**src/cpu_pkg.sv**
```systemverilog
// Shared widths, data types, opcode encoding, address map and FSM state types of the CPU
`default_nettype none

package cpu_pkg;

   localparam int DATA_W     = 16;   // Accumulator, RAM and port word width
   localparam int OPC_W      = 5;    // Opcode field at the top of the instruction
   localparam int ADDR_W     = 11;   // Operand, data address and PC width
   localparam int INSTR_W    = OPC_W + ADDR_W; // Full instruction word
   localparam int RAM_AW     = 10;   // RAM index and APB address width
   localparam int RAM_DEPTH  = 1024; // Data RAM entries
   localparam int PERIPH_BIT = 10;   // Address bit that acts as peripheral chip enable

   typedef logic [DATA_W-1:0]  word_t;    // Data word
   typedef logic [INSTR_W-1:0] instr_t;   // Instruction word
   typedef logic [ADDR_W-1:0]  operand_t; // Address or signed immediate
   typedef logic [ADDR_W-1:0]  addr_t;    // Data address, top bit selects peripherals
   typedef logic [ADDR_W-1:0]  pc_t;      // Program counter
   typedef logic [RAM_AW-1:0]  paddr_t;   // APB register address

   // Register map of the two-register port block
   localparam paddr_t OUT_PORT_ADDR = 10'd0; // Output port, read/write
   localparam paddr_t IN_PORT_ADDR  = 10'd1; // Input port, read only with one wait state

   // Instruction set, codes above SUBI decode as halt
   typedef enum logic [OPC_W-1:0] {
      HLT  = 5'd0, // Stop fetching
      STO  = 5'd1, // mem[op] = acc
      LD   = 5'd2, // acc = mem[op]
      LDI  = 5'd3, // acc = sext(op)
      ADD  = 5'd4, // acc += mem[op]
      ADDI = 5'd5, // acc += sext(op)
      SUB  = 5'd6, // acc -= mem[op]
      SUBI = 5'd7  // acc -= sext(op)
   } opcode_e;

   // Core sequencing
   typedef enum logic [1:0] {
      RUN,      // One instruction per cycle
      MEM_WAIT, // Stalled until the bus reports done
      HALT      // Frozen until reset
   } exec_state_e;

   // APB master phases, setup shares the issue cycle
   typedef enum logic [1:0] {
      APB_IDLE,   // No transfer, setup driven straight from the request
      APB_ACCESS, // penable high, waiting for pready
      APB_DONE    // Transfer finished, done back to the core
   } apb_state_e;

endpackage

`default_nettype wire

```
**src/cpu_ifs.sv**
```systemverilog
// Decode-to-execute control, core data bus and APB interfaces with their modports
`default_nettype none

// Control word from decode into execute
interface ctrl_if;
   logic              op_ld_acc; // Load accumulator from source
   logic              op_add;    // Add source to accumulator
   logic              op_sub;    // Subtract source from accumulator
   logic              use_imm;   // Source is the immediate, else memory
   logic              mem_rd;    // Instruction reads data space
   logic              mem_wr;    // Instruction writes data space
   logic              halt;      // HLT or unknown opcode
   cpu_pkg::operand_t operand;   // Address or immediate field

   modport decode_mp (output op_ld_acc, op_add, op_sub, use_imm, mem_rd, mem_wr, halt, operand);
   modport exec_mp   (input  op_ld_acc, op_add, op_sub, use_imm, mem_rd, mem_wr, halt, operand);
endinterface

// Core request bus, held by the core until done
interface core_bus_if;
   cpu_pkg::addr_t addr;  // Data address, bit 10 picks peripherals
   cpu_pkg::word_t wdata; // Store data
   logic           rd;    // Read request
   logic           wr;    // Write request
   cpu_pkg::word_t rdata; // Load data, valid with done
   logic           done;  // One-cycle completion strobe

   modport core_mp (output addr, wdata, rd, wr, input rdata, done);
   modport mem_mp  (input addr, wdata, rd, wr, output rdata, done);
endinterface


`default_nettype wire

```
**src/acc_execute.sv**
```systemverilog
// Accumulator execute stage with PC, ALU, halt state and memory stall FSM
`default_nettype none

module acc_execute (
   input  wire logic     i_clk,
   input  wire logic     i_reset,
   ctrl_if.exec_mp       ctrl,     // Decoded instruction
   core_bus_if.core_mp   bus,      // Requests to memory and I/O
   output cpu_pkg::pc_t  o_pc,     // Fetch address
   output logic          o_halted  // High after HLT
);

   cpu_pkg::exec_state_e state_q;
   cpu_pkg::pc_t         pc_q;
   cpu_pkg::word_t       acc_q;
   cpu_pkg::word_t       imm_ext;  // Sign-extended operand
   cpu_pkg::word_t       alu_src;
   cpu_pkg::word_t       alu_res;
   logic                 mem_op;
   logic                 acc_wr;
   logic                 retire;   // Instruction completes this cycle

   always_comb begin
      imm_ext = {{(cpu_pkg::DATA_W-cpu_pkg::ADDR_W){ctrl.operand[cpu_pkg::ADDR_W-1]}},
                 ctrl.operand};
      alu_src = ctrl.use_imm ? imm_ext : bus.rdata; // Memory word only valid with done
      if (ctrl.op_ld_acc) begin
         alu_res = alu_src;
      end else if (ctrl.op_add) begin
         alu_res = acc_q + alu_src; // Wraps at 16 bits
      end else if (ctrl.op_sub) begin
         alu_res = acc_q - alu_src;
      end else begin
         alu_res = acc_q;
      end
      acc_wr = ctrl.op_ld_acc | ctrl.op_add | ctrl.op_sub;
      mem_op = ctrl.mem_rd | ctrl.mem_wr;
      retire = ~ctrl.halt & (~mem_op | bus.done); // RAM stores finish at once
   end

   // Request held through MEM_WAIT since the PC and so the instruction hold
   always_comb begin
      bus.rd    = (state_q != cpu_pkg::HALT) & ctrl.mem_rd;
      bus.wr    = (state_q != cpu_pkg::HALT) & ctrl.mem_wr;
      bus.addr  = ctrl.operand;
      bus.wdata = acc_q; // STO data
   end

   always_ff @(posedge i_clk) begin
      if (i_reset) begin
         state_q <= cpu_pkg::RUN;
         pc_q    <= '0;
         acc_q   <= '0;
      end else begin
         case (state_q)
            cpu_pkg::RUN: begin
               if (ctrl.halt) begin
                  state_q <= cpu_pkg::HALT;     // Sticky until reset
               end else if (!retire) begin
                  state_q <= cpu_pkg::MEM_WAIT; // Load or peripheral access
               end
            end
            cpu_pkg::MEM_WAIT: begin
               if (retire) begin
                  state_q <= cpu_pkg::RUN;
               end
            end
            default: begin
               state_q <= cpu_pkg::HALT;
            end
         endcase
         if ((state_q != cpu_pkg::HALT) && retire) begin
            pc_q <= pc_q + cpu_pkg::pc_t'(1);
            if (acc_wr) begin
               acc_q <= alu_res; // Loads take rdata here
            end
         end
      end
   end

   assign o_pc     = pc_q;
   assign o_halted = (state_q == cpu_pkg::HALT);

   // No fetch advance while the bus access is outstanding
   a_pc_hold: assert property (@(posedge i_clk) disable iff (i_reset)
      (state_q == cpu_pkg::MEM_WAIT && !bus.done) |=> $stable(pc_q));

endmodule

`default_nettype wire

```
**src/flat_wrapper.sv**
```systemverilog
// flat-port wrapper written by rule: the top's interface ports become plain ports
module acc_execute_flat 
  (i_clk, i_reset, o_pc, o_halted, ctrl_op_ld_acc, ctrl_op_add, ctrl_op_sub, ctrl_use_imm, ctrl_mem_rd, ctrl_mem_wr, ctrl_halt, ctrl_operand, bus_addr, bus_wdata, bus_rd, bus_wr, bus_rdata, bus_done);
  ctrl_if ctrl_i ();
  core_bus_if bus_i ();
  input  wire logic i_clk;
  input  wire logic i_reset;
  output cpu_pkg::pc_t o_pc;
  output logic o_halted;
  input wire logic [$bits(ctrl_i.op_ld_acc)-1:0] ctrl_op_ld_acc;
  input wire logic [$bits(ctrl_i.op_add)-1:0] ctrl_op_add;
  input wire logic [$bits(ctrl_i.op_sub)-1:0] ctrl_op_sub;
  input wire logic [$bits(ctrl_i.use_imm)-1:0] ctrl_use_imm;
  input wire logic [$bits(ctrl_i.mem_rd)-1:0] ctrl_mem_rd;
  input wire logic [$bits(ctrl_i.mem_wr)-1:0] ctrl_mem_wr;
  input wire logic [$bits(ctrl_i.halt)-1:0] ctrl_halt;
  input wire logic [$bits(ctrl_i.operand)-1:0] ctrl_operand;
  output wire logic [$bits(bus_i.addr)-1:0] bus_addr;
  output wire logic [$bits(bus_i.wdata)-1:0] bus_wdata;
  output wire logic [$bits(bus_i.rd)-1:0] bus_rd;
  output wire logic [$bits(bus_i.wr)-1:0] bus_wr;
  input wire logic [$bits(bus_i.rdata)-1:0] bus_rdata;
  input wire logic [$bits(bus_i.done)-1:0] bus_done;
  assign ctrl_i.op_ld_acc = ctrl_op_ld_acc;
  assign ctrl_i.op_add = ctrl_op_add;
  assign ctrl_i.op_sub = ctrl_op_sub;
  assign ctrl_i.use_imm = ctrl_use_imm;
  assign ctrl_i.mem_rd = ctrl_mem_rd;
  assign ctrl_i.mem_wr = ctrl_mem_wr;
  assign ctrl_i.halt = ctrl_halt;
  assign ctrl_i.operand = ctrl_operand;
  assign bus_addr = bus_i.addr;
  assign bus_wdata = bus_i.wdata;
  assign bus_rd = bus_i.rd;
  assign bus_wr = bus_i.wr;
  assign bus_i.rdata = bus_rdata;
  assign bus_i.done = bus_done;
  acc_execute u_core (.i_clk(i_clk), .i_reset(i_reset), .ctrl(ctrl_i), .bus(bus_i), .o_pc(o_pc), .o_halted(o_halted));
endmodule
```
**config.mk**
```make
export PLATFORM = sky130hd
export DESIGN_NAME = acc_execute_flat
export DESIGN_NICKNAME = d
export VERILOG_FILES = /design/src/cpu_pkg.sv /design/src/cpu_ifs.sv /design/src/acc_execute.sv /design/src/flat_wrapper.sv
export SDC_FILE = /design/constraint.sdc
export NUM_CORES = 1
export LEC_CHECK = 0
export BUFFER_PORTS_ARGS = -buffer_cell sky130_fd_sc_hd__buf_2
export CORE_MARGIN = 3
export CORE_UTILIZATION = 45
export CTS_BUF_LIST = sky130_fd_sc_hd__clkbuf_4
export DETAILED_ROUTE_END_ITERATION = 6
export GPL_ROUTABILITY_DRIVEN = 0
export PLACE_DENSITY = 0.73
export RECOVER_POWER = 100
export SYNTH_ARGS = -nofsm -noshare
export SYNTH_HDL_FRONTEND = slang
export SYNTH_SLANG_ARGS = --single-unit
```
**constraint.sdc**
```tcl
create_clock -name i_clk -period 3.6 [get_ports i_clk]
set_input_delay 0.72 -clock i_clk [delete_from_list [all_inputs] [get_ports i_clk]]
set_output_delay 0.72 -clock i_clk [all_outputs]
set_load 0.02 [all_outputs]
```
Word level (Yosys, flattened, before mapping) --
Cells that the tools add are included.
Storage, ports and cells: memories kept 0, logic and storage cells 33, register bits 29, bits in writable memories 0, output and inout bits 41, input bits 37, latch bits 0, memory bits (read-only) 0
Operators by class: equal/unequal tests 5, muxes and demuxes 8, reductions and logical operators 5, add/subtract/negate cells 3, shifts and indexed selects 0, $lt $le $gt $ge 0, bitwise operators 9, $mul 0, divide/modulo/power cells 0
Operators with widths (count):
- 16-bit 2-to-1 mux | 4
- 16-bit adder | 1
- 16-bit subtractor | 1
- 11-bit by 1-bit adder with 11-bit output (second input constant) | 1
- 2-bit 2-to-1 mux | 3
- 1-bit OR | 4
- 2-bit case mux with 2 select lines | 1
- 1-bit AND | 3
- 3-bit inequality test (second input constant) | 1
- 3-bit AND reduction | 1
- 3-bit nonzero test | 1
- 2-bit by 1-bit == test with 1-bit output (second input constant) | 1
- 2-bit == test (second input constant) | 1
- 2-bit zero test | 1
- 2-bit by 1-bit inequality test with 1-bit output (second input constant) | 1
- 2-bit inequality test (second input constant) | 1
- 1-bit inverter | 2
- 2-bit AND reduction | 1
- 1-bit logical AND | 1

Longest topological paths before layout --
word-level depth 7, gate-level depth with buffers 17, gate-level depth less buffers 14

Worst setup path before layout --
No wires, ideal clock.
path kind input -> register, start point input ctrl_use_imm, end point register u_core.acc_q[15], in the netlist u_core.bus.wdata[15], arrival 3.832 ns, stages 16, data required time 3.509 ns, library setup time 0.091 ns, path buffers 3, setup slack -0.323 ns, cells stage by stage buf_6 buf_2 buf_2 mux2i_1 ha_1 o211a_1 a21o_1 o31ai_1 xnor2_1 ha_1 a21o_1 a211o_1 a211o_1 a21oi_1 xnor2_1 a311oi_1
Between the ends: longest elaborated chain between the ends 5, elaborated cells on any way between the ends 6, classes of those cells add/sub (2); mux (4)
RTL lines:
- start, declared | line flat_wrapper.sv:13 | input wire logic [$bits(ctrl_i.use_imm)-1:0] ctrl_use_imm;
- 16-bit 2-to-1 mux (*) | line acc_execute.sv:26 | alu_src = ctrl.use_imm ? imm_ext : bus.rdata;
- 16-bit subtractor | line acc_execute.sv:32 | alu_res = acc_q - alu_src;
- 16-bit 2-to-1 mux | line acc_execute.sv:31 | end else if (ctrl.op_sub) begin
- 16-bit 2-to-1 mux | line acc_execute.sv:29 | end else if (ctrl.op_add) begin
- 16-bit 2-to-1 mux (*) | line acc_execute.sv:27 | if (ctrl.op_ld_acc) begin
- end signal, assigned | line acc_execute.sv:75 | acc_q <= alu_res;
- end, declared | line acc_execute.sv:15 | cpu_pkg::word_t acc_q;
Every way passes the cells marked *; elsewhere a longest branch is shown, timed or not. The select of a mux whose other input is x is not followed. A chain may end at the register's enable or synchronous reset.

Worst setup path in the final report --
Same ends and word-level chain as after synthesis.

==> results.sh <==
export IMPL_finalHoldViolations=0
export IMPL_antenna_found_initial=0
export IMPL_synth_avg_cell_area_um2=7.78
export IMPL_overflow=0
export IMPL_core_um2=5710
export IMPL_die_width_um=84.1
export IMPL_finalPower_mw=1.11
export IMPL_clk_pin_slew_ns=0.10
export IMPL_route_vias_total=2775
export IMPL_min_period_ns=3.39
export IMPL_synth_edf_count=0
export IMPL_cts_tree="built"
export IMPL_drc=0
export IMPL_cp_required_ns=3.84
export IMPL_dp_hpwl_mm=5.52
export IMPL_grt_max_degree=27
export IMPL_worst_pin_slew_ns=0.542
export IMPL_hp_class="register to register"
export IMPL_portBuffers=77
export IMPL_final_seq_area_um2=581
export IMPL_die_area_um2=7080
export IMPL_cp_end_kind="register"
export IMPL_final_nets=487
export IMPL_drt_wl_total_mm=7.16
export IMPL_cap_viol_max_count=0
export IMPL_synth_area_um2=2750
export IMPL_synth_compound_area_frac=0.231
export IMPL_arrival_ns=3.64
export IMPL_async_flop_share=0
export IMPL_dr_pass1_iters=4
export IMPL_grtUsageTotal=0.205
export IMPL_drive_gt1_frac=0.159
export IMPL_synthTopCellsByCount="45 x nor2_1, 29 x dfxtp_1, 28 x a21oi_1, 28 x nand2_1, 22 x xnor2_1"
export IMPL_finalNonFillerCells=501
export IMPL_first_global_vias=2591
export IMPL_dp_cells=493
export IMPL_routedWlPerCell_um=14.3
export IMPL_row_count=27
export IMPL_synthAdderAreaFrac=0.103
export IMPL_syn_nets=412
export IMPL_io_pins=78
export IMPL_yosys_warnings=0
export IMPL_rsz0062_at_grt="false"
export IMPL_synth_most_common_cell="nor2_1"
export IMPL_post_route_period_util=0.942
export IMPL_fmaxAchievable_mhz=295
export IMPL_p_leak_nw=1.41
export IMPL_grt_pass1_wl_mm=12.0
export IMPL_cp_max_fo=9
export IMPL_htree_num_levels=2
export IMPL_skew_ns=0.0258
export IMPL_start_util=0.481
export IMPL_post_cts_setup_buffer_count=0
export IMPL_ys_seq_area_frac=0.211
export IMPL_vdd_drop_max_uv=190
export IMPL_clock_path_buffers=2
export IMPL_diodes=0
export IMPL_synth_top_family_by_area="compound AO/OA/AOI/OAI gates"
export IMPL_synth_xor_area_frac=0.112
export IMPL_synth_area_leaders="dfxtp_1 21%, ha_1 9.6%, xnor2_1 7.0%"
export IMPL_synth_cells=353
export IMPL_crit_type="input port to register"
export IMPL_setup_violations=0
export IMPL_synth_cell_types=50
export IMPL_start_kind="input port"
export IMPL_synth_seq_cells=29
export IMPL_clkSinkCount=29
export IMPL_clockRootBuffer="clkbuf_4"
export IMPL_slew_headroom=0.639
export IMPL_syn_to_final_growth_pct=17.3
export IMPL_synth_area_mux_share=0.0697
export IMPL_via_per_inst=5.54
export IMPL_whs_ns=0.438
export IMPL_nFillCells=582
export IMPL_multi_input_area_um2=1990
export IMPL_cts_buffers=5
export IMPL_drtIter0Drc=154
export IMPL_synth_ff_type="dfxtp_1"
export IMPL_die_y_um=84.1
export IMPL_power_density_nw_per_um2=345
export IMPL_clk_latency_ns=0.35
export IMPL_outcome="finished clean"
export IMPL_drv_slew=0
export IMPL_synth_top_cell_area_share=0.211
export IMPL_synthSimpleGateAreaFrac=0.205
export IMPL_synth_area_leader_cell="dfxtp_1"
export IMPL_postRouteAntennaNets=0
cell usage in the layout (no fill, tap or decap), types with 16 or more instances in the layout:
master	n
dfxtp_1	29
mux2i_1	17
o21ai_0	16
nand2_1	28
a21oi_1	27
ha_1	21
nor2_1	45
xnor2_1	22
clkbuf_1	45
buf_2	36
where the power goes:
group          internal, mW  switching, mW  leakage [nW]
Sequential            0.339         0.0171         0.236
Combinational         0.200          0.279          1.13
Clock                 0.152          0.124        0.0433
registers in the layout, summed over array words and instances, names as in the netlist:
name	flops
u_core.o_pc	11
u_core.state_q	2
u_core.bus.wdata	16
metal layers:
layer  vias up  GRT usage  wire, µm  share of wire
li1       1406          -         -              -
met1      1250      0.272      3270           0.46
met2       113      0.331      3160           0.44
met3         6     0.0474       649          0.091
met4         0     0.0629        82          0.011
met5         -          0         0              0
critical path: stages:
cell      delay [ns]
buf_2           0.22
buf_4           0.21
mux2_2          0.39
nor3_4          0.13
nor2_1          0.09
xnor2_1         0.27
ha_1            0.30
o21ai_0         0.20
nor2_1          0.10
a211o_1         0.27
a211o_1         0.24
a21oi_2         0.14
xnor2_1         0.07
a311oi_1        0.28
what timing repair did:
item	CTS	global route
endpoints found under the setup margin	0	1
gates resized for setup	0	0
hold buffers	0	0
worst paths after layout:
| kind | from | to | slack [ns] | cells after the start |
|---|---|---|---|---|
| worst max-delay path | ctrl_use_imm | u_core.bus.wdata[15] | 0.21 | 14 |
| worst min-delay path | u_core.state_q[1] | u_core.state_q[0] | 0.44 | 1 |
| worst max register to register | u_core.bus.wdata[0] | u_core.bus.wdata[10] | 1.10 | 10 |
| worst min register to register | u_core.state_q[1] | u_core.state_q[0] | 0.44 | 1 |
layout make-up:
cell class                 count  area share
timing repair buffer          94       0.139
clock inverter                 2      0.0105
tap                           72      0.0280
clock buffer                   6      0.0140
inverter                       9      0.0105
sequential                    29       0.180
multi-input combinational    289       0.618
stage by stage:
step | TNS, ns | util | instance area [µm²] | setup slack (ns)
after floorplan | -0.0202 | - | 2790 | -0.0202
after global placement | 0 | 0.563 | 3220 | 0.0314
after detailed placement | -0.0750 | 0.563 | 3220 | -0.0606
after CTS | 0 | 0.577 | 3290 | 0.219
after global routing | 0 | 0.564 | 3220 | 0.0147
final | 0 | 0.564 | 3220 | 0.208
cells by family (layout without fill, tap and decap cells):
group           Yosys count  in the layout
simple gates            117            117
compound gates           96             96
xor+xnor                 35             35
buf+inv                  35            111
flops                    29             29
fa+ha+maj                22             22
mux                      19             19
(Power assumes the default switching activity.)
