<file path="config.mk">
export PLATFORM = sky130hd
export DESIGN_NAME = io_port_apb_flat
export DESIGN_NICKNAME = d
export VERILOG_FILES = /design/src/cpu_pkg.sv /design/src/cpu_ifs.sv /design/src/io_port_apb.sv /design/src/flat_wrapper.sv
export SDC_FILE = /design/constraint.sdc
export NUM_CORES = 1
export LEC_CHECK = 0
export BUFFER_PORTS_ARGS = -buffer_cell sky130_fd_sc_hd__buf_2
export CAP_MARGIN = 20
export CORE_ASPECT_RATIO = 0.6
export CORE_MARGIN = 2
export CORE_UTILIZATION = 30
export CTS_CLUSTER_SIZE = 25
export DETAILED_ROUTE_END_ITERATION = 12
export PLACE_DENSITY = 0.55
export SYNTH_ARGS = -nofsm -noshare
export SYNTH_HDL_FRONTEND = slang
export SYNTH_SLANG_ARGS = --single-unit
</file>
<file path="constraint.sdc">
create_clock -name i_clk -period 3.8 [get_ports i_clk]
set_input_delay 0.19 -clock i_clk [delete_from_list [all_inputs] [get_ports i_clk]]
set_output_delay 0.19 -clock i_clk [all_outputs]
set_load 0.01 [all_outputs]
</file>
<file path="src/cpu_pkg.sv">
// Shared widths, data types, opcode encoding, address map and FSM state types of the CPU
`default_nettype none

package cpu_pkg;

   localparam int DATA_W     = 16;   // Accumulator, RAM and port word width
   localparam int OPC_W      = 5;    // Opcode field at the top of the instruction
   localparam int ADDR_W     = 11;   // Operand, data address and PC width
   localparam int INSTR_W    = OPC_W + ADDR_W; // Full instruction word
   localparam int RAM_AW     = 10;   // RAM index and APB address width
   localparam int RAM_DEPTH  = 1024; // Data RAM entries
   localparam int PERIPH_BIT = 10;   // Address bit that acts as peripheral chip enable

   typedef logic [DATA_W-1:0]  word_t;    // Data word
   typedef logic [INSTR_W-1:0] instr_t;   // Instruction word
   typedef logic [ADDR_W-1:0]  operand_t; // Address or signed immediate
   typedef logic [ADDR_W-1:0]  addr_t;    // Data address, top bit selects peripherals
   typedef logic [ADDR_W-1:0]  pc_t;      // Program counter
   typedef logic [RAM_AW-1:0]  paddr_t;   // APB register address

   // Register map of the two-register port block
   localparam paddr_t OUT_PORT_ADDR = 10'd0; // Output port, read/write
   localparam paddr_t IN_PORT_ADDR  = 10'd1; // Input port, read only with one wait state

   // Instruction set, codes above SUBI decode as halt
   typedef enum logic [OPC_W-1:0] {
      HLT  = 5'd0, // Stop fetching
      STO  = 5'd1, // mem[op] = acc
      LD   = 5'd2, // acc = mem[op]
      LDI  = 5'd3, // acc = sext(op)
      ADD  = 5'd4, // acc += mem[op]
      ADDI = 5'd5, // acc += sext(op)
      SUB  = 5'd6, // acc -= mem[op]
      SUBI = 5'd7  // acc -= sext(op)
   } opcode_e;

   // Core sequencing
   typedef enum logic [1:0] {
      RUN,      // One instruction per cycle
      MEM_WAIT, // Stalled until the bus reports done
      HALT      // Frozen until reset
   } exec_state_e;

   // APB master phases, setup shares the issue cycle
   typedef enum logic [1:0] {
      APB_IDLE,   // No transfer, setup driven straight from the request
      APB_ACCESS, // penable high, waiting for pready
      APB_DONE    // Transfer finished, done back to the core
   } apb_state_e;

endpackage

`default_nettype wire

</file>
<file path="src/cpu_ifs.sv">
// Decode-to-execute control, core data bus and APB interfaces with their modports
`default_nettype none


// APB without PSLVERR
interface apb_if;
   cpu_pkg::paddr_t paddr;
   logic            psel;
   logic            penable;
   logic            pwrite;
   cpu_pkg::word_t  pwdata;
   cpu_pkg::word_t  prdata;
   logic            pready;  // Low stretches the access phase

   modport master_mp (output paddr, psel, penable, pwrite, pwdata, input prdata, pready);
   modport slave_mp  (input paddr, psel, penable, pwrite, pwdata, output prdata, pready);
endinterface

`default_nettype wire

</file>
<file path="src/io_port_apb.sv">
// APB slave with an output port register and a wait-stated input port register
`default_nettype none

module io_port_apb (
   input  wire logic            i_clk,
   input  wire logic            i_reset,
   apb_if.slave_mp              apb,
   input  wire cpu_pkg::word_t  i_in_port,  // External input pins
   output cpu_pkg::word_t       o_out_port  // External output pins
);

   cpu_pkg::word_t out_q;
   cpu_pkg::word_t in_q;      // Input sampled in the wait cycle
   logic           acc_phase;
   logic           in_rd;     // Access-phase read of the input port
   logic           wait_q;    // Wait cycle already spent

   always_comb begin
      acc_phase  = apb.psel & apb.penable;
      in_rd      = acc_phase & ~apb.pwrite & (apb.paddr == cpu_pkg::IN_PORT_ADDR);
      apb.pready = ~in_rd | wait_q; // Only input reads stretch
      case (apb.paddr)
         cpu_pkg::OUT_PORT_ADDR: apb.prdata = out_q;
         cpu_pkg::IN_PORT_ADDR:  apb.prdata = in_q;
         default:                apb.prdata = '0; // Unmapped reads as zero
      endcase
   end

   always_ff @(posedge i_clk) begin
      if (i_reset) begin
         wait_q <= 1'b0;
         out_q  <= '0;
      end else begin
         wait_q <= in_rd & ~wait_q;
         if (acc_phase && apb.pwrite && (apb.paddr == cpu_pkg::OUT_PORT_ADDR)) begin
            out_q <= apb.pwdata; // Other addresses drop writes
         end
      end
   end

   always_ff @(posedge i_clk) begin
      if (in_rd && !wait_q) begin
         in_q <= i_in_port;
      end
   end

   assign o_out_port = out_q;

endmodule

`default_nettype wire

</file>
<file path="src/flat_wrapper.sv">
// flat-port wrapper written by rule: the top's interface ports become plain ports
module io_port_apb_flat 
  (i_clk, i_reset, i_in_port, o_out_port, apb_paddr, apb_psel, apb_penable, apb_pwrite, apb_pwdata, apb_prdata, apb_pready);
  apb_if apb_i ();
  input  wire logic i_clk;
  input  wire logic i_reset;
  input  wire cpu_pkg::word_t i_in_port;
  output cpu_pkg::word_t o_out_port;
  input wire logic [$bits(apb_i.paddr)-1:0] apb_paddr;
  input wire logic [$bits(apb_i.psel)-1:0] apb_psel;
  input wire logic [$bits(apb_i.penable)-1:0] apb_penable;
  input wire logic [$bits(apb_i.pwrite)-1:0] apb_pwrite;
  input wire logic [$bits(apb_i.pwdata)-1:0] apb_pwdata;
  output wire logic [$bits(apb_i.prdata)-1:0] apb_prdata;
  output wire logic [$bits(apb_i.pready)-1:0] apb_pready;
  assign apb_i.paddr = apb_paddr;
  assign apb_i.psel = apb_psel;
  assign apb_i.penable = apb_penable;
  assign apb_i.pwrite = apb_pwrite;
  assign apb_i.pwdata = apb_pwdata;
  assign apb_prdata = apb_i.prdata;
  assign apb_pready = apb_i.pready;
  io_port_apb u_core (.i_clk(i_clk), .i_reset(i_reset), .apb(apb_i), .i_in_port(i_in_port), .o_out_port(o_out_port));
endmodule
</file>
Word level (Yosys, flattened, before mapping)
Index checks and enable logic that the tools add are counted.

word-level totals
  register bits after elaboration = 33
  input port bits = 47
  output and inout bits = 33

operators by class
  equal/unequal tests = 1
  mux-type cells = 1
  bitwise operators = 8
  reductions and logical operators = 5

operators with widths
  operator                                                                number
  16-bit case mux with 2 select lines                                     1
  10-bit by 1-bit equality test with 1-bit output, second input constant  1
  10-bit zero test                                                        1
  1-bit AND                                                               4
  1-bit logical AND                                                       3
  1-bit NOT                                                               3
  1-bit zero test                                                         1
  1-bit bitwise OR                                                        1

Depth between registers and ports, before layout
Gate-level depths: netlist of the first run.

  word-level depth = 5
  depth in mapped cells = 5
  depth with buffers taken out = 3

Worst setup path after synthesis of the first run
OpenSTA, ideal clock, no wires.

  path kind = input -> register
  start = input port apb_paddr[4]
  end = register u_core.in_q[0], enable pin
  arrival time = 2,004 ps
  data required time = 3,412 ps
  slack = 1,407 ps
  cell stages on the path = 4
  path buffers = 1
  cells stage by stage = or4_1 -> or3_1 -> clkbuf_1 -> nor2_1

on the way
  cells in the longest elaborated chain, start to end = 3

ends and longest elaborated chain
  what                                             line               text
  from (decl)                                      flat_wrapper.sv:9  input wire logic [$bits(apb_i.paddr)-1:0] apb_paddr;
  10-bit by 1-bit equality test with 1-bit output  io_port_apb.sv:20  in_rd = acc_phase & ~apb.pwrite & (apb.paddr == cpu_pkg::IN_PORT_ADDR);
  1-bit AND                                        io_port_apb.sv:20
  1-bit logical AND                                io_port_apb.sv:42  if (in_rd && !wait_q) begin
  to (signal assigned)                             io_port_apb.sv:43  in_q <= i_in_port;
  to (decl)                                        io_port_apb.sv:13  cpu_pkg::word_t in_q;

No other way between the ends.
A chain may end at the register's enable or synchronous reset.

Worst setup path after layout of the first run
  start = input port apb_paddr[4]
  end = register u_core.in_q[8], enable pin

The elaborated chain is that of the path after synthesis.

==> results of run 1 <==
[power by group through the flow]
stage          registers, mW  logic (mW)  clock network [mW]
2_1_floorplan          0.380      0.0230                   0
3_3_place_gp           0.380      0.0514                   0
3_5_place_dp           0.380      0.0510                   0
4_1_cts                0.372      0.0514               0.349
5_1_grt                0.372      0.0561               0.369
6_report               0.372      0.0510               0.339
[path summary, 6_finish.rpt]
| kind | start | endpoint |
|---|---|---|
| min | i_in_port[0] | u_core.in_q[0] |
| max | apb_paddr[4] | u_core.in_q[8] |
| min reg2reg | u_core.o_out_port[0] | u_core.o_out_port[0] |
| max reg2reg | u_core.wait_q | u_core.in_q[8] |
[per-stage QoR]
stage                     setup WS (ns)  hold WS [ns]  power (mW)  cell area (µm²)
after floorplan                   1.407        0.2889      0.4031             1520
after global placement            1.183        0.3683      0.4314             1969
after detailed placement          1.167        0.3687      0.4311             1969
after CTS                         1.472       0.06104      0.7721             2086
after global routing              1.328       0.05177      0.7968             2086
final                             1.493       0.07398      0.7618             2086
[sequential cells by signal (all words and copies together), names as in the netlist]
name and count:
u_core.wait_q 1, u_core.o_out_port 16, u_core.in_q 16
[synth_stat cells, drive strengths merged]
| master | n | area (µm²) |
|---|---|---|
| mux2i | 32 | 320.3 |
| nand2b | 32 | 200.2 |
| nor2 | 18 | 67.56 |
| dfxtp | 17 | 340.3 |
| edfxtp | 16 | 480.5 |
| clkbuf | 6 | 22.52 |
| buf | 2 | 16.26 |
| or4 | 2 | 18.77 |
| nand4 | 1 | 6.260 |
| nand4b | 1 | 8.760 |
| nor3 | 1 | 5.000 |
| nor4 | 1 | 21.27 |
| or2 | 1 | 6.260 |
| or3 | 1 | 6.260 |
[worst reg2reg max path, delay by kind of cell, from the launching register on]
| kind | cells | cell delay [ns] |
|---|---|---|
| DFF | 1 | 0.30 |
| and+or+nand+nor | 3 | 0.89 |
[kinds of logic (layout without fill, tap and decap cells)]
| family | count (synthesis) | in the layout | synth area share (%) |
|---|---|---|---|
| AND/OR/NAND/NOR | 58 | 58 | 22.39 |
| multiplexers | 32 | 32 | 21.07 |
| buffers and inverters | 8 | 88 | 2.551 |
| flip-flops | 33 | 33 | 53.99 |
[per-layer routing]
layer	up-vias	track usage (%)	part of all wire, %
li1	604	-	-
met1	523	19.14	52
met2	48	19.08	38
met3	4	7.252	8.6
met4	0	4.082	0.78
met5	-	0	0
[layout make-up]
| type | instances | area [µm²] | area share [%] |
|---|---|---|---|
| clock buffers | 7 | 86.33 | 4.139 |
| flip-flops and latches | 33 | 820.8 | 39.35 |
| well taps | 66 | 82.58 | 3.959 |
| multi-input cells | 90 | 663.1 | 31.79 |
| repair buffers | 80 | 402.9 | 19.32 |
| clock inverters | 1 | 30.03 | 1.440 |
==> run metrics, run 1 <==
run status finished clean; most common cell after layout, fill and taps aside buf_2; R2R cell count 3; Filler Cell Count 490; Worst setup SP type input port; CTS root buffer clkbuf_8; final cell count without fillers 277; Tcrit/Tclk final 60.72%; achievable frequency 433.4 MHz; Die X-Extent 95.90 µm; cell depth of the worst setup path 4; sequential fraction of the synthesis area 53.99%; synthesized instance count 131; Final Setup Violations 0; io pins 80; Max-Cap Viols 0; CTS Buf Count 5; R2R Setup Slk 2.23 ns; core area 0.004980 mm²; first-pass GRT wire length 5575 µm; share of layout cells above drive strength 1 42.65%; TritonCTS clock tree built; nets@finish 257; hold_buf cts 0; Initial Util 30.53%; Starting DRT DRC Count 45; die height 59.14 µm; Worst slew margin 48.92%; Buf/Inv on CP 1; critical path peak fanout 19; hold depth 1; CP cell instances buf_2 -> or4_1 -> or3_1 -> nor2_2; RSZ-0062 raised after global routing false; Pint 615.1 µW; Antenna diodes 0; DPL Wire Length 2684 µm; row count 20; Util after Layout 41.88%; Setup Total Neg Slack 0 ns; Max Transition Viols Final 0; Final Hold Viols 0; Hold Crit Class input port to flop; worst vdd ir 120.8 µV; CTS Sinks 33; critical path class input port to flop; Critical Path RT 3.71 ns; routed vias 1179; Total GRT Usage 13.95%; gpl congestion 0.6739; Routed WL 3738 µm; Setup Skew 0.007074 ns; # resized after CTS 0; Logic pwr share 6.7%; Max stage delay cell, worst path nor2_2; Port Buf Inserts 79; Post-Syn Area 0.001520 mm²; 1st-pass router iterations 4; routed len/inst 13.49 µm; clock transition at the registers of the reported paths 0.07 ns; sequential power share 48.9%; Post-DRT Antenna Nets 0; pwr dens 365.2 mW/mm²; minimum clock period 2.307 ns; Top delay family on crit path simple AND/OR/NAND/NOR gates; Yosys warning count 0; DR DRC count 0; Worst Tran Pin Value 0.7653 ns; initial antenna violation count 0; syn_nets 178; Vias/cell 4.256; Psw 146.6 µW; register bit total from synthesis 33; Max clock buf depth 2; Critical Path AT 2.22 ns; most frequent cells in the layout buf_2 (79), mux2i_1 (32), nand2b_1 (32), nor2_1 (17), dfxtp_1 (17); number of setup buffers added after CTS 0; H-tree levels 2; P_leak 0.9140 nW; largest net degree at the start of global routing 34; CP endpoint kind flop; die area 0.005672 mm²; slowest stage delay, CP 0.72 ns; sw frac 19.25%; Synth cell types 16; Clock Latency Late Sink 0.29 ns; Clock Power Share 44.5%; vias in the first global route 1144; total gr overflow 0; Layout area overhead 37.20%; Avg Inst Size Synth 11.60 µm²; placed cell count 269
No activity file was read; power rests on OpenSTA's default activity.
==> inputs of run 2 (changes only) <==
==> constraint.sdc (replaced) <==
create_clock -name i_clk -period 2.3 [get_ports i_clk]
set_input_delay 0.115 -clock i_clk [delete_from_list [all_inputs] [get_ports i_clk]]
set_output_delay 0.115 -clock i_clk [all_outputs]
set_load 0.01 [all_outputs]
==> run metrics, run 2 (synthesized netlist as in run 1, its figures left out) <==
run status finished clean; Max Transition Viols Final 0 (unchanged); R2R Setup Slk 1.07 ns (-1.16 ns); CTS root buffer clkbuf_8; routed vias 1199 (+1.7%); clock transition at the registers of the reported paths 0.06 ns (about the same); Crit path top cell by count buf_2; Total GRT Usage 13.44% (-0.51 points); nets@finish 266 (+3.5%); achievable frequency 517.1 MHz; most frequent cells in the layout buf_2 (79), mux2i_1 (32), nand2b_1 (32), nor2_1 (17), dfxtp_1 (17); CP endpoint kind output port; minimum clock period 1.934 ns; Hold Crit Class input port to flop; die area 0.005672 mm² (unchanged); RSZ-0062 raised after global routing false; Max-Cap Viols 0 (unchanged); # resized after CTS 0 (unchanged); most common cell after layout, fill and taps aside buf_2; R2R cell count 4 (+1); CTS Sinks 33 (unchanged); Worst Setup EP apb_prdata[4]; DR DRC count 0 (unchanged); Post-DRT Antenna Nets 0 (unchanged); hold_buf cts 1 (+1); 1st-pass router iterations 4 (unchanged); Layout area overhead 40.91%; P_leak 0.9405 nW (+2.9%); Critical Path AT 1.82 ns (-0.40 ns); row count 20 (unchanged); Worst Tran Pin Value 0.4274 ns (-0.3379 ns); CP cell instances buf_2 -> or4_1 -> or3_1 -> buf_4 -> nor2_1 -> buf_2; Max stage delay cell, worst path or4_1; io pins 80 (unchanged); CTS Buf Count 5 (unchanged); TritonCTS clock tree built; routed len/inst 12.54 µm (-7.1%); Tcrit/Tclk final 84.08%; Max clock buf depth 2 (unchanged); critical path class input port to output port; Vias/cell 4.192 (-1.5%); total gr overflow 0 (unchanged); Port Buf Inserts 79 (unchanged); Starting DRT DRC Count 54 (+20%); worst vdd ir 196.3 µV (+62%); Antenna diodes 0 (unchanged); share of layout cells above drive strength 1 41.82% (-0.84 points); CP startpoint apb_paddr[4]; critical path peak fanout 10 (-9); Final Hold Viols 0 (unchanged); largest net degree at the start of global routing 34 (unchanged); Setup Skew 0.004271 ns (-0.002803 ns); Worst slew margin 71.50% (+23 points); first-pass GRT wire length 5513 µm (-1.1%); Die X-Extent 95.90 µm (unchanged); gpl congestion 0.7160 (+6.2%); Worst Hold Slack 0.01539 ns (-0.05859 ns); pwr dens 534.3 mW/mm² (+46%); slowest stage delay, CP 0.58 ns (-0.14 ns); die height 59.14 µm (unchanged); number of setup buffers added after CTS 0 (unchanged); Clock Latency Late Sink 0.27 ns (-0.02 ns); R2R Path Start u_core.wait_q; DPL Wire Length 2616 µm (-2.5%); Worst setup SP type input port; initial antenna violation count 0 (unchanged); H-tree levels 2 (unchanged); core area 0.004980 mm² (unchanged); Setup Total Neg Slack 0 ns (unchanged); reg2reg end u_core.in_q[9]; vias in the first global route 1114 (-2.6%); Routed WL 3587 µm (-4.0%); Util after Layout 43.02% (+1.1 points); Final Setup Violations 0 (unchanged); Initial Util 30.53% (unchanged); Critical Path RT 2.18 ns (-1.53 ns)
run 2: cell count changes in the layout (fill, tap and decap cells not counted):
cell	change
buf_4	+3
clkbuf_1	+1
dlygate4sd3_1	+6
bufinv_16	-1
run 2: area by class of cell:
cell class / count / area (µm²)
Fill cell: 511 / 2838
Sequential cell: 33 / 820.8
Multi-Input combinational cell: 90 / 663.1
Timing Repair Buffer: 89 / 485.5
Clock buffer: 8 / 90.09
Tap cell: 66 / 82.58
run 2: how the worst min path moves through the flow:
stage,slack [ns],to,depth (start not counted),startpoint
2_1_floorplan,0.21,u_core.in_q[0],0,i_in_port[0]
3_3_place_gp,0.29,u_core.in_q[7],1,i_in_port[7]
3_5_place_dp,0.29,u_core.in_q[3],1,i_in_port[3]
4_1_cts,0.002,u_core.in_q[7],1,i_in_port[7]
5_1_grt,0.003,u_core.in_q[1],1,i_in_port[1]
6_report,0.02,u_core.in_q[15],1,i_in_port[15]
run 2: critical path: cells and delay by family:
| kind | cells | cell delay, ns |
|---|---|---|
| buf+inv | 3 | 0.49 |
| simple gates | 3 | 1.21 |
run 2: stage by stage:
step	power [mW]	area [µm²]	std cells	setup WS, ns
final	1.144	2142	286	0.3662
after global routing	1.195	2142	286	0.2408
after CTS	1.156	2092	281	0.3475
after detailed placement	0.7123	1992	272	0.2559
after global placement	0.7125	1992	272	0.3008
after floorplan	0.6661	1523	131	0.2307
run 2: per-layer routing:
layer	wire, µm	vias to the layer above	GRT usage (%)
li1	-	623	-
met1	1805	533	18.52
met2	1441	41	19.68
met3	331	2	5.344
met4	8	0	3.673
met5	0	-	0
run 2: report_power, final:
part           leakage (nW)  switching (mW)  internal, mW
logic                 0.614          0.0351        0.0559
clock network        0.0455           0.195         0.244
registers             0.281       0.0000336         0.615
==> inputs of run 3 (changes only) <==
--- a/config.mk
+++ b/config.mk
@@ -12,7 +12,7 @@
 export CORE_UTILIZATION = 30
 export CTS_CLUSTER_SIZE = 25
 export DETAILED_ROUTE_END_ITERATION = 12
-export PLACE_DENSITY = 0.55
+export PLACE_DENSITY = 0.57
 export SYNTH_ARGS = -nofsm -noshare
 export SYNTH_HDL_FRONTEND = slang
 export SYNTH_SLANG_ARGS = --single-unit
==> constraint.sdc (replaced) <==
create_clock -name i_clk -period 1.65 [get_ports i_clk]
set_input_delay 0.0825 -clock i_clk [delete_from_list [all_inputs] [get_ports i_clk]]
set_output_delay 0.0825 -clock i_clk [all_outputs]
set_load 0.01 [all_outputs]
==> run metrics, run 3 (synthesized netlist as in run 1, its figures left out) <==
GRT busiest layer met2; pwr dens 635.3 mW/mm² (+19%); Worst Tran Pin Value 0.4351 ns (+0.007644 ns); met3 usage 5.725% (+0.38 points); Critical Path RT 1.57 ns (-0.61 ns); Layout area overhead 65.35%; grt met2 use 22.88% (+3.2 points); Tcrit/Tclk final 99.00%; run status finished clean; Antenna diodes 0 (unchanged); gpl congestion 0.7619 (+6.4%); 1st-pass router iterations 4 (unchanged); Design Power 1.597 mW (+40%); Final Worst Setup Slack 0.01646 ns (-0.3497 ns); Vias/cell 4.380 (+4.5%); GR Util met1 18.44% (-0.080 points); CP cell instances buf_6 -> or4_4 -> or3_4 -> clkbuf_16 -> nor2_4 -> buf_6; minimum clock period 1.634 ns; slowest stage delay, CP 0.52 ns (-0.06 ns); Initial Util 30.53% (unchanged); worst vdd ir 278.4 µV (+42%); Worst setup SP type input port; Starting DRT DRC Count 10 (-81%); core area 0.004980 mm² (unchanged); clock transition at the registers of the reported paths 0.06 ns (about the same); row count 20 (unchanged); die area 0.005672 mm² (unchanged); H-tree levels 2 (unchanged); TritonCTS clock tree built; CTS Sinks 33 (unchanged); largest net degree at the start of global routing 34 (unchanged); Critical Path AT 1.55 ns (-0.27 ns); routed len/inst 13.64 µm (+8.7%); nets@finish 280 (+5.3%); Final Hold Viols 0 (unchanged); Total GRT Usage 14.62% (+1.2 points); share of layout cells above drive strength 1 47.86% (+6.0 points); Hold Crit Class input port to flop; Routed WL 4091 µm (+14%); routed vias 1314 (+9.6%); die height 59.14 µm (unchanged); Worst slew margin 70.99% (-0.51 points); most frequent cells in the layout buf_2 (66), mux2i_1 (32), nand2b_1 (32), dfxtp_1 (17); DR DRC count 0 (unchanged); achievable frequency 612.2 MHz; Post-DRT Antenna Nets 0 (unchanged); Crit path top cell by count buf_6; Die X-Extent 95.90 µm (unchanged); CTS root buffer clkbuf_8; Clock Latency Late Sink 0.28 ns (about the same); Util after Layout 50.48% (+7.5 points); number of setup buffers added after CTS 0 (unchanged); critical path class input port to output port; RSZ-0062 raised after global routing true; most common cell after layout, fill and taps aside buf_2; Max stage delay cell, worst path or4_4; Max Transition Viols Final 0 (unchanged); CTS Buf Count 5 (unchanged); vias in the first global route 1243 (+12%); first-pass GRT wire length 5989 µm (+8.6%); DPL Wire Length 2759 µm (+5.5%); total gr overflow 0 (unchanged); Max-Cap Viols 0 (unchanged); post-place setup slack -0.08703 ns (-0.3429 ns); Port Buf Inserts 79 (unchanged); initial antenna violation count 0 (unchanged); Final Setup Violations 0 (unchanged); Max clock buf depth 2 (unchanged); P_leak 1.032 nW (+9.8%); Setup Skew 0.001462 ns (-0.002809 ns); io pins 80 (unchanged); critical path peak fanout 6 (-4); CP endpoint kind output port
[run 3: power breakdown]
| part | internal [mW] | leakage (nW) | switching, mW | total [mW] |
|---|---|---|---|---|
| Sequential | 0.857 | 0.281 | 0.0000488 | 0.857 |
| Combinational | 0.0977 | 0.712 | 0.0604 | 0.158 |
| Clock | 0.299 | 0.0395 | 0.282 | 0.581 |
[run 3: repair_timing]
action,CTS,global route
gates resized for setup,3,42
hold buffers,16,0
setup endpoints to repair,15,11
cloned,0,1
pin swaps,0,11
hold endpoints to repair,16,0
[run 3: critical path, delay by kind of cell]
family | cells | cell delay, ns
buffers and inverters | 3 | 0.40
AND/OR/NAND/NOR | 3 | 1.06
[run 3: cell type report]
class	count	area [µm²]
Fill cell	472	2466
Sequential cell	33	820.8
Multi-Input combinational cell	90	774.5
Timing Repair Buffer	103	755.7
Tap cell	66	82.58
Clock buffer	8	80.08
[run 3: final timing paths]
kind | startpoint | endpoint | slack, ns | depth (start not counted)
max | apb_paddr[1] | apb_prdata[1] | 0.02 | 6
min | apb_pwdata[3] | u_core.o_out_port[3] | 0.05 | 3
min reg2reg | u_core.o_out_port[0] | u_core.o_out_port[0] | 0.49 | 2
max reg2reg | u_core.wait_q | u_core.in_q[14] | 0.42 | 4
[run 3: per-layer routing]
metal	vias up	share of wire [%]
met5	-	0
met4	0	1.3
met3	8	6.8
met2	43	45
met1	605	46
li1	658	-
[run 3: metrics by stage]
step | cells | hold WS (ns) | instance area [µm²] | TNS [ns]
6_report | 300 | 0.04729 | 2514 | 0
5_1_grt | 300 | 0.05191 | 2514 | -0.06672
4_1_cts | 299 | 0.04137 | 2300 | 0
3_5_place_dp | 275 | 0.2611 | 2048 | -2.017
3_3_place_gp | 275 | 0.2613 | 2048 | -2.061
2_1_floorplan | 131 | 0.1814 | 1541 | -1.924
